## config.mk

```make
export PLATFORM = sky130hd
export DESIGN_NAME = saturn_pad_top
export DESIGN_NICKNAME = d
export VERILOG_FILES = /design/src/rtl/pad_pkg.sv /design/src/rtl/three_wire_seq.sv /design/src/rtl/pad_port.sv /design/src/rtl/saturn_pad_top.sv
export SDC_FILE = /design/constraint.sdc
export NUM_CORES = 1
export LEC_CHECK = 0
export CAP_MARGIN = 5
export CORE_MARGIN = 2
export CORE_UTILIZATION = 66
export CTS_BUF_LIST = sky130_fd_sc_hd__clkbuf_8 sky130_fd_sc_hd__clkbuf_16
export CTS_CLUSTER_DIAMETER = 80
export DETAILED_ROUTE_END_ITERATION = 10
export DONT_BUFFER_PORTS = 1
export GPL_TIMING_DRIVEN = 0
export PLACE_DENSITY_LB_ADDON = 0.15
export SLEW_MARGIN = 20
export SYNTH_ARGS = -nofsm -noshare
export SYNTH_HDL_FRONTEND = slang
export SYNTH_SLANG_ARGS = --single-unit
```

## constraint.sdc

```tcl
create_clock -name CLK -period 3.2 [get_ports CLK]
set_clock_uncertainty 0.15 [all_clocks]
set_input_delay 0.64 -clock CLK [delete_from_list [all_inputs] [get_ports CLK]]
set_output_delay 0.64 -clock CLK [all_outputs]
set_load 0.01 [all_outputs]
```

## src/rtl/pad_pkg.sv

```systemverilog
package pad_pkg;

	// Controller type codes as selected by the host menu
	typedef enum logic [2:0] {
		PAD_DIGITAL      = 3'd0,
		PAD_LGUN         = 3'd1,
		PAD_WHEEL        = 3'd2,
		PAD_MISSION      = 3'd3,
		PAD_3D           = 3'd4,
		PAD_DUAL_MISSION = 3'd5,
		PAD_MOUSE        = 3'd6,
		PAD_OFF          = 3'd7
	} pad_type_e;

	// Data nibble carried on pins 3..0
	typedef logic [3:0] nibble_t;

	// Button word from the host side, a 0 bit means pressed
	typedef logic [15:0] joy_word_t;

	// Signed analog axis as delivered by the host
	typedef logic [7:0] axis_t;

	// Handshake sequencer step
	typedef logic [4:0] seq_state_t;

	// Port pins seen as the TH/TR/TL handshake lines
	typedef struct packed {
		logic    th;
		logic    tr;
		logic    tl;
		nibble_t data;
	} pin_view_t;

	// The same pins as wired on the light gun connector
	typedef struct packed {
		logic    sensor_n;
		logic    start_n;
		logic    trig_n;
		nibble_t id;
	} lgun_view_t;

	typedef union packed {
		pin_view_t  pins;
		lgun_view_t lgun;
	} port_word_u;

	// Third nibble of a transfer identifies the pad
	localparam nibble_t ID_WHEEL   = 4'h3;
	localparam nibble_t ID_MISSION = 4'h5;
	localparam nibble_t ID_3D      = 4'h6;

	// First two nibbles of every transfer and the value left after an abort
	localparam nibble_t ACK_NIBBLE = 4'h1;

	localparam nibble_t LGUN_ID = 4'b1100;

	// Flips the sign bit so a signed axis reads as offset binary
	localparam nibble_t AXIS_BIAS = 4'h8;

	// Low bits of the digital pad identification nibble
	localparam logic [2:0] DIGITAL_ID_LOW = 3'b100;

	// Step reached after the final nibble of each sequenced pad
	localparam seq_state_t WHEEL_LAST   = 5'd10;
	localparam seq_state_t MISSION_LAST = 5'd14;
	localparam seq_state_t THREED_LAST  = 5'd16;

endpackage

```

## src/rtl/three_wire_seq.sv

```systemverilog
`timescale 1ns/1ns

module three_wire_seq (
	input  logic                CLK,
	input  logic                RST_N,
	input  logic                smpc_ce,
	input  pad_pkg::pad_type_e  pad_type,
	input  pad_pkg::port_word_u pdr_out,
	input  pad_pkg::joy_word_t  joy,
	input  pad_pkg::axis_t      axis_x,
	input  pad_pkg::axis_t      axis_y,
	output logic                tl,
	output pad_pkg::nibble_t    nibble,
	output logic                seq_drive
);
	import pad_pkg::*;

	seq_state_t step;
	seq_state_t last_step;
	seq_state_t next_step;
	seq_state_t nib_idx;
	logic       is_wheel;
	logic       want_tr;
	logic       abort;
	logic       advance;
	nibble_t    pad_id;
	nibble_t    next_nibble;

	// Only the three handshake pads run the sequencer
	always_comb begin
		seq_drive = 1'b0;
		last_step = '0;
		pad_id    = ID_MISSION;
		case (pad_type)
			PAD_WHEEL: begin
				seq_drive = 1'b1;
				last_step = WHEEL_LAST;
				pad_id    = ID_WHEEL;
			end
			PAD_MISSION: begin
				seq_drive = 1'b1;
				last_step = MISSION_LAST;
				pad_id    = ID_MISSION;
			end
			PAD_3D: begin
				seq_drive = 1'b1;
				last_step = THREED_LAST;
				pad_id    = ID_3D;
			end
			default: ;
		endcase
	end

	assign is_wheel = (pad_type == PAD_WHEEL);

	// Step 0 and the odd steps wait for TR high, the even steps for TR low
	assign want_tr = (step == '0) | step[0];

	// Steps 0 and 1 both send the first nibble and lead to step 2
	assign nib_idx   = (step == '0) ? '0 : step - 5'd1;
	assign next_step = (step == '0) ? 5'd2 : step + 5'd1;

	assign abort = pdr_out.pins.th & pdr_out.pins.tr;

	// A repeated TR level does not match want_tr again, so the step holds
	assign advance = ~pdr_out.pins.th
		& (pdr_out.pins.tr == want_tr)
		& (step < last_step);

	// Nibble presented for the step that is about to complete
	always_comb begin
		next_nibble = 4'h0;
		case (nib_idx)
			5'd0,
			5'd1: next_nibble = ACK_NIBBLE;
			5'd2: next_nibble = pad_id;
			5'd3: next_nibble = joy[15:12];
			5'd4: next_nibble = joy[11:8];
			5'd5: begin
				if (is_wheel) begin
					next_nibble = {1'b1, joy[6:4]};
				end else begin
					next_nibble = joy[7:4];
				end
			end
			5'd6: begin
				if (is_wheel) begin
					next_nibble = 4'hF;
				end else begin
					next_nibble = joy[3:0];
				end
			end
			5'd7: next_nibble = axis_x[7:4] ^ AXIS_BIAS;
			5'd8: next_nibble = axis_x[3:0];
			5'd9: next_nibble = axis_y[7:4] ^ AXIS_BIAS;
			5'd10: next_nibble = axis_y[3:0];
			// Unused third and fourth axis bytes read as zero except the 3D trailer
			5'd14: next_nibble = 4'h1;
			default: next_nibble = 4'h0;
		endcase
	end

	always_ff @(posedge CLK or negedge RST_N) begin
		if (!RST_N) begin
			step   <= '0;
			tl     <= 1'b1;
			nibble <= '0;
		end else if (smpc_ce && seq_drive) begin
			if (abort) begin
				// TH high with TR high restarts the transfer
				step   <= '0;
				tl     <= 1'b1;
				nibble <= ACK_NIBBLE;
			end else if (advance) begin
				step   <= next_step;
				tl     <= want_tr;
				nibble <= next_nibble;
			end
		end
	end

endmodule

```

## src/rtl/pad_port.sv

```systemverilog
`timescale 1ns/1ns

module pad_port (
	input  logic                CLK,
	input  logic                RST_N,
	input  logic                smpc_ce,
	input  pad_pkg::pad_type_e  pad_type,
	input  pad_pkg::port_word_u pdr_out,
	input  logic [6:0]          ddr,
	input  pad_pkg::joy_word_t  joy,
	input  pad_pkg::axis_t      axis_x,
	input  pad_pkg::axis_t      axis_y,
	input  logic                lgun_trig,
	input  logic                lgun_start,
	input  logic                lgun_sensor,
	output pad_pkg::port_word_u pdr_in
);
	import pad_pkg::*;

	logic    seq_tl;
	nibble_t seq_nibble;
	logic    seq_drive;
	nibble_t digital_id;

	three_wire_seq i_three_wire_seq (
		.CLK       (CLK),
		.RST_N     (RST_N),
		.smpc_ce   (smpc_ce),
		.pad_type  (pad_type),
		.pdr_out   (pdr_out),
		.joy       (joy),
		.axis_x    (axis_x),
		.axis_y    (axis_y),
		.tl        (seq_tl),
		.nibble    (seq_nibble),
		.seq_drive (seq_drive)
	);

	assign digital_id = {joy[3], DIGITAL_ID_LOW};

	always_comb begin
		// Pins the host drives read back as written, the rest are pulled up
		pdr_in = (pdr_out & ddr) | ~ddr;

		case (pad_type)
			PAD_DIGITAL: begin
				if (ddr[6:5] == 2'b10) begin
					// Only TH is an output and selects between two nibbles
					if (pdr_out.pins.th) begin
						pdr_in.pins.data = digital_id;
					end else begin
						pdr_in.pins.data = joy[15:12];
					end
				end else if (ddr[6:5] == 2'b11) begin
					case ({pdr_out.pins.th, pdr_out.pins.tr})
						2'b00: pdr_in.pins.data = joy[7:4];
						2'b01: pdr_in.pins.data = joy[15:12];
						2'b10: pdr_in.pins.data = joy[11:8];
						default: pdr_in.pins.data = digital_id;
					endcase
				end
			end

			PAD_LGUN: begin
				// The gun owns all seven lines, so host writes are ignored here
				pdr_in.lgun.sensor_n = ~lgun_sensor;
				pdr_in.lgun.start_n  = ~lgun_start;
				pdr_in.lgun.trig_n   = ~lgun_trig;
				pdr_in.lgun.id       = LGUN_ID;
			end

			default: ;
		endcase

		// Handshake pads answer on TL and the data pins
		if (seq_drive) begin
			pdr_in.pins.tl   = seq_tl;
			pdr_in.pins.data = seq_nibble;
		end
	end

endmodule

```

## src/rtl/saturn_pad_top.sv

```systemverilog
`timescale 1ns/1ns

module saturn_pad_top (
	input  logic                CLK,
	input  logic                RST_N,
	input  logic                smpc_ce,

	input  pad_pkg::port_word_u pdr1_out,
	input  logic [6:0]          ddr1,
	output pad_pkg::port_word_u pdr1_in,
	input  pad_pkg::joy_word_t  joy1,
	input  pad_pkg::axis_t      joy1_x,
	input  pad_pkg::axis_t      joy1_y,
	input  pad_pkg::pad_type_e  joy1_type,
	input  logic                lgun1_trig,
	input  logic                lgun1_start,
	input  logic                lgun1_sensor,

	input  pad_pkg::port_word_u pdr2_out,
	input  logic [6:0]          ddr2,
	output pad_pkg::port_word_u pdr2_in,
	input  pad_pkg::joy_word_t  joy2,
	input  pad_pkg::axis_t      joy2_x,
	input  pad_pkg::axis_t      joy2_y,
	input  pad_pkg::pad_type_e  joy2_type,
	input  logic                lgun2_trig,
	input  logic                lgun2_start,
	input  logic                lgun2_sensor
);

	// Controller port 1
	pad_port i_port1 (
		.CLK         (CLK),
		.RST_N       (RST_N),
		.smpc_ce     (smpc_ce),
		.pad_type    (joy1_type),
		.pdr_out     (pdr1_out),
		.ddr         (ddr1),
		.joy         (joy1),
		.axis_x      (joy1_x),
		.axis_y      (joy1_y),
		.lgun_trig   (lgun1_trig),
		.lgun_start  (lgun1_start),
		.lgun_sensor (lgun1_sensor),
		.pdr_in      (pdr1_in)
	);

	// Controller port 2 shares no state with port 1
	pad_port i_port2 (
		.CLK         (CLK),
		.RST_N       (RST_N),
		.smpc_ce     (smpc_ce),
		.pad_type    (joy2_type),
		.pdr_out     (pdr2_out),
		.ddr         (ddr2),
		.joy         (joy2),
		.axis_x      (joy2_x),
		.axis_y      (joy2_y),
		.lgun_trig   (lgun2_trig),
		.lgun_start  (lgun2_start),
		.lgun_sensor (lgun2_sensor),
		.pdr_in      (pdr2_in)
	);

endmodule

```

# After elaboration in Yosys (flattened, before gate mapping)
# Index checks and enable logic that the tools add are counted.
[word_totals] regBits=20 input_bits=107 out_inout_bits=14 elab_cells=138
[op_classes] n_addsub=4 order_cmp=2 n_eq_ne=40 muxes=42 n_bitwise=26 reduce_logical=18
[ops] operator="case mux 4 bit (10 select lines)" count=2
[ops] operator="two-way mux 4 bit" count=14
[ops] operator="two-way mux 5 bit" count=10
[ops] operator="equality test 5 x 3 -> 1 bit, second input constant" count=8
[ops] operator="equality test 5 x 4 -> 1 bit, second input constant" count=8
[ops] operator="case mux 5 bit (3 select lines)" count=2
[ops] operator="case mux 4 bit (3 select lines)" count=2
[ops] operator="equality test 5 x 2 -> 1 bit, second input constant" count=4
[ops] operator="logical NOT 5 bit" count=4
[ops] operator="case mux 4 bit (2 select lines)" count=2
[ops] operator="bitwise AND 7 bit" count=2
[ops] operator="NOT 7 bit" count=2
[ops] operator="bitwise OR 7 bit" count=2
[ops] operator="equality test 2 bit, second input constant" count=6
[ops] operator="equality test 3 x 2 -> 1 bit, second input constant" count=4
[ops] operator="NOT 1 bit" count=12
[ops] operator="case mux 3 bit (2 select lines)" count=2
[ops] operator="OR reduction 3 bit" count=4
[ops] operator="adder 5 x 1 -> 5 bit, second input constant" count=2
[ops] operator="equality test 5 x 1 -> 1 bit, second input constant" count=2
[ops] operator="< comparator 5 bit" count=2
[ops] operator="subtractor 5 x 1 -> 5 bit, second input constant" count=2
[ops] operator="bitwise AND 1 bit" count=6
[ops] operator="equality test 3 x 1 -> 1 bit, second input constant" count=2
[ops] operator="other kinds (11)" count=26

# Longest topological paths before layout
[logic_depth] ltp_word=7 depth_mapped=11 mapped_depth_nobuf=9

# Hierarchy
# From an unflattened synthesis, not the netlist that was laid out.
[unflattened] hier_cells=411 hier_area_um2=3216.8
[modules_own_cells] mod="three_wire_seq (i_port2.i_three_wire_seq)" instances=1 cells_per_inst=166 area_each_um2=1347.5 seq_area_each_um2=251.5
[modules_own_cells] mod="three_wire_seq (i_port1.i_three_wire_seq)" instances=1 cells_per_inst=149 area_each_um2=1201.2 seq_area_each_um2=251.5
[modules_own_cells] mod="pad_port" instances=2 cells_per_inst=48 area_each_um2=334.1 seq_area_each_um2=0.0

# Least setup slack after synthesis
# Ideal clock, no wire load.
[synth_timing] path_kind="input to register" start="input joy1_type[1]" end="register i_port1.i_three_wire_seq.step[4]" setup_time_ns=0.066 arrival_ns=2.913 required_ns=2.984 path_slack_ns=0.071 stages=9 path_buffers=2 cell_sequence="buf_2 > or3b_2 > clkbuf_1 > ha_1 > or2_2 > a22o_1 > a21o_1 > or4_1 > nand2_1"
[synth_between] elab_chain_cells=6 elab_cells_between_ends=11 classes_between="1 x order compare; 3 x eq/ne; 2 x mux; 1 x bitwise; 4 x reduce/logical"
[synth_lines] item="start: declaration" line="saturn_pad_top.sv:14" rtl="input pad_pkg::pad_type_e joy1_type,"
[synth_lines] item="equality test 3 bit / equality test 3 x 2 -> 1 bit (equally long branches)" line="three_wire_seq.sv:34" rtl="case (pad_type)"
[synth_lines] item="case mux 5 bit (3 select lines)" line="three_wire_seq.sv:34"
[synth_lines] item="< comparator 5 bit" line="three_wire_seq.sv:68" rtl="& (step < last_step);"
[synth_lines] item="bitwise AND 1 bit" line="three_wire_seq.sv:68"
[synth_lines] item="nonzero test 2 bit (no source line)"
[synth_lines] item="AND reduction 2 bit (no source line) (*)"
[synth_lines] item="end signal: assignment" line="three_wire_seq.sv:115" rtl="step <= next_step;"
[synth_lines] item="end: declaration" line="three_wire_seq.sv:18" rtl="seq_state_t step;"
# Mark *: on every way between the ends. The rest lies on a longest branch, timed or not.
# A chain may end at the register's enable or synchronous reset.

# Final worst setup path
[layout_timing] start="input joy2_type[2]" end="register i_port2.i_three_wire_seq.step[1]"
[layout_between] elab_chain_cells=6 elab_cells_between_ends=11 classes_between="1 x order compare; 3 x eq/ne; 2 x mux; 1 x bitwise; 4 x reduce/logical"
[layout_lines] item="start: declaration" line="saturn_pad_top.sv:25" rtl="input pad_pkg::pad_type_e joy2_type,"
[layout_lines] item="equality test 3 bit / equality test 3 x 2 -> 1 bit (equally long branches)" line="three_wire_seq.sv:34"
[layout_lines] item="case mux 5 bit (3 select lines)" line="three_wire_seq.sv:34"
[layout_lines] item="< comparator 5 bit" line="three_wire_seq.sv:68"
[layout_lines] item="bitwise AND 1 bit" line="three_wire_seq.sv:68"
[layout_lines] item="nonzero test 2 bit (no source line)"
[layout_lines] item="AND reduction 2 bit (no source line) (*)"
[layout_lines] item="end signal: assignment" line="three_wire_seq.sv:115"
[layout_lines] item="end: declaration" line="three_wire_seq.sv:18"
# Marked as above.

==> impl_metrics.py <==
metrics = {
    "setup_path": {
        "worstPathMaxFanout": 10,
        "arrival_ps": 3160,
        "r2r_start": "i_port1.i_three_wire_seq.step[0]$_DFFE_PN0P_",
        "r2r-end": "i_port1.i_three_wire_seq.nibble[3]$_DFFE_PN0P_",
        "regToRegSetupSlack_ps": 120,
        "reg2reg_depth": 10,
        "critical_path_class": "in -> reg",
        "crit_required_ps": 3250,
        "startpoint": "joy2_type[2]",
        "start_kind": "primary input",
        "critPathCaptureType": "flip-flop",
    },
    "placed_design": {
        "place.gp.congestion": 0.936,
        "place_inst": 476,
        "post-place-ws_ps": -244,
        "dpl_cell_area_mm2": 0.00310,
        "portBuffers": 0,
        "dpl.hpwl_um": 7050,
    },
    "power_and_ir_drop": {
        "p_per_area_mw_per_mm2": 610,
        "p_leak_nw": 1.36,
        "finalPower_mw": 1.97,
        "vdd_drop_max_v": 0.000431,
    },
    "global_routing": {
        "grt_pass1_wl_um": 14400,
        "antenna_found_initial": 0,
        "grt_pass1_vias": 3239,
        "grt_max_degree": 19,
        "grt_usage_pct": 34.4,
        "overflow": 0,
    },
    "hold_path": {
        "hp-class": "in -> async",
    },
    "layout": {
        "nFillCells": 364,
        "seqCellArea_um2": 503,
        "final_core_util_pct": 73.5,
        "fin_area_mm2": 0.00322,
        "num_antenna_cells": 0,
        "fin_nets": 553,
        "drive_above_1_share_pct": 8.14,
        "multiInputGateArea_mm2": 0.00236,
        "syn_to_final_growth_pct": 6.28,
        "post_layout_nonfiller_instances": 482,
    },
    "yosys": {
        "synthFlopType": "dfrtp_1",
        "syn-num-nets": 546,
        "yosysTopAreaCell": "dfrtp_1",
        "synth_cell_types": 59,
        "synth_edf_count": 0,
        "synthArstFlopShare_pct": 100,
        "ys_seq_elements": 20,
        "ys_seq_area_share_pct": 16.6,
        "avgSynthCellArea_um2": 7.15,
        "netlist_area_mm2": 0.00303,
        "synth.top_cells.by_area": "dfrtp_1, o21ai_0, ha_1, nand2_1, nor2_1",
        "synth_cells": 424,
        "synth_warnings": 0,
        "synth_top_area_share_pct": 14.9,
    },
    "timing": {
        "setup_viol_count_final": 0,
        "finalCritPeriodShare_pct": 97.2,
        "max_slew_margin_pct": 45.9,
        "finalHoldViolations": 0,
        "slew_viol_final": 0,
        "fin_crit_ps": 3110,
        "tightestPinTransition_ps": 810,
        "rsz0062_at_grt": "true",
        "max_freq_mhz": 322,
        "setup_ws_ps": 90.0,
    },
    "cts": {
        "cts_buffers": 3,
        "clock-sinks": 20,
        "clock_latency_ps": 260,
        "ctsRootBufferMaster": "clkbuf_8",
        "htreeDepth": 1,
        "clk_pin_slew_ps": 80,
        "cts_max_path_buffers": 2,
        "cts_tree": "yes",
    },
    "drt": {
        "drc_errors": 0,
        "vias": 3363,
        "drt-initial-drc-count": 346,
        "post_drt_wl_per_cell_um": 18.6,
        "wirelength_um": 8970,
        "drtAntennaViolNets": 0,
        "vias_per_cell": 6.98,
        "drt-pass1-iter-count": 6,
    },
    "job": {
        "maxCapViolCount": 0,
    },
    "floorplan": {
        "std_cell_rows": 24,
        "fp.dieArea_mm2": 0.00515,
        "coreArea_mm2": 0.00438,
        "chipWidth_um": 71.8,
        "initial_core_util_pct": 69.1,
        "fp.dieH_um": 71.8,
        "boundaryPins": 121,
    },
    "run_status": {
        "outcome": "completed",
    },
}
-- routing by layer --
| layer | track usage [%] | part of all wire (%) |
|---|---|---|
| met2 | 64.8 | 52 |
| met5 | 0 | 0 |
| met1 | 38.3 | 37 |
| met3 | 5.20 | 8.9 |
| met4 | 13.6 | 2.9 |
-- registers in the layout, indices dropped and copies added (netlist names) --
register / count
i_port1.i_three_wire_seq.step: 5
i_port2.i_three_wire_seq.tl: 1
i_port1.i_three_wire_seq.nibble: 4
i_port2.i_three_wire_seq.nibble: 4
i_port1.i_three_wire_seq.tl: 1
i_port2.i_three_wire_seq.step: 5
-- cells in the final DEF (no fill, tap or decap), types with 4 or more instances in the layout --
cell,instances
nand2_1,45
o21ai_0,39
nor2_1,35
inv_1,23
a21oi_1,22
clkbuf_1,18
dfrtp_1,18
nand2b_1,15
a21o_1,15
ha_1,15
mux2i_1,13
a22oi_1,11
nor2b_1,10
a221oi_1,8
nor3b_1,8
nand3_1,8
nand3b_1,7
buf_2,6
o211ai_1,6
a22o_1,6
or4_1,6
a222oi_1,6
a211oi_1,5
o22ai_1,5
or3_1,5
nor3_1,5
clkbuf_2,4
a31oi_1,4
or2_2,4
xnor2_1,4
a32oi_1,4
-- worst max path at each step --
stage | end | slack [ps] | cells after the start
2_1_floorplan | i_port1.i_three_wire_seq.step[4]$_DFFE_PN0P_ | 70 | 9
4_1_cts | i_port2.i_three_wire_seq.nibble[0]$_DFFE_PN0P_ | 20 | 10
3_3_place_gp | i_port2.i_three_wire_seq.nibble[0]$_DFFE_PN0P_ | -200 | 10
5_1_grt | i_port2.i_three_wire_seq.step[3]$_DFFE_PN0P_ | -30 | 10
3_5_place_dp | i_port2.i_three_wire_seq.nibble[0]$_DFFE_PN0P_ | -240 | 10
6_report | i_port2.i_three_wire_seq.step[1]$_DFFE_PN0P_ | 90 | 10
-- area by class of cell --
| cell class | count | area share [%] |
|---|---|---|
| Buffer | 28 | 3.65 |
| Clock buffer | 3 | 1.28 |
| Clock inverter | 1 | 0.932 |
| Inverter | 23 | 2.68 |
| Multi-Input combinational cell | 353 | 73.3 |
| Sequential cell | 20 | 15.6 |
| Tap cell | 52 | 2.02 |
| Timing Repair Buffer | 2 | 0.544 |
-- worst max-delay path: stages --
cell	delay [ps]
clkbuf_1	330
clkbuf_2	300
nand3b_1	160
ha_1	240
a21o_1	160
a21o_1	200
a21oi_1	150
nor4b_1	650
o21ai_0	210
nand2_1	110
-- report_power, final --
group / switching (mW) / internal [mW]
clock: 0.0876 / 0.167
combinational: 0.799 / 0.524
sequential: 0.0679 / 0.320
total: 0.954 / 1.01
-- metrics by stage --
| stage | TNS [ps] | hold WS [ps] |
|---|---|---|
| after CTS | 0 | 62.9 |
| after detailed placement | -1990 | 195 |
| after global placement | -982 | 195 |
| after floorplan | 0 | 194 |
| after global routing | -43.7 | 51.1 |
| final | 0 | 60.3 |
-- synth_stat cells (7+ instances only) --
master and number:
a21o_1 15, mux2i_1 13, dfrtp_1 18, nor2_1 35
ha_1 15, nand3_1 8, o21ai_0 40, nor2b_1 10
a21oi_1 22, a22oi_1 11, a221oi_1 8, nand2b_1 15
nand3b_1 7, clkbuf_1 21, nand2_1 45, inv_1 23
nor3b_1 9
-- repair_timing --
action	4_1_cts	5_1_grt
pin swaps	0	0
setup buffers	0	1
gates resized for setup	1	12
hold endpoints to repair	18	0
endpoints found under the setup margin	1	16
hold buffers	1	0
-- cell families (layout without fill, tap and decap cells) --
logic type      Yosys count  after routing  synth area share, %
xor+xnor                  6              6                 1.73
mux                      16             16                 6.15
compound gates          149            149                 33.4
fa+ha+maj                15             15                 6.19
simple gates            167            167                 29.4
buf+inv                  51             57                 6.56
flops                    20             20                 16.6
(Power assumes the default switching activity.)
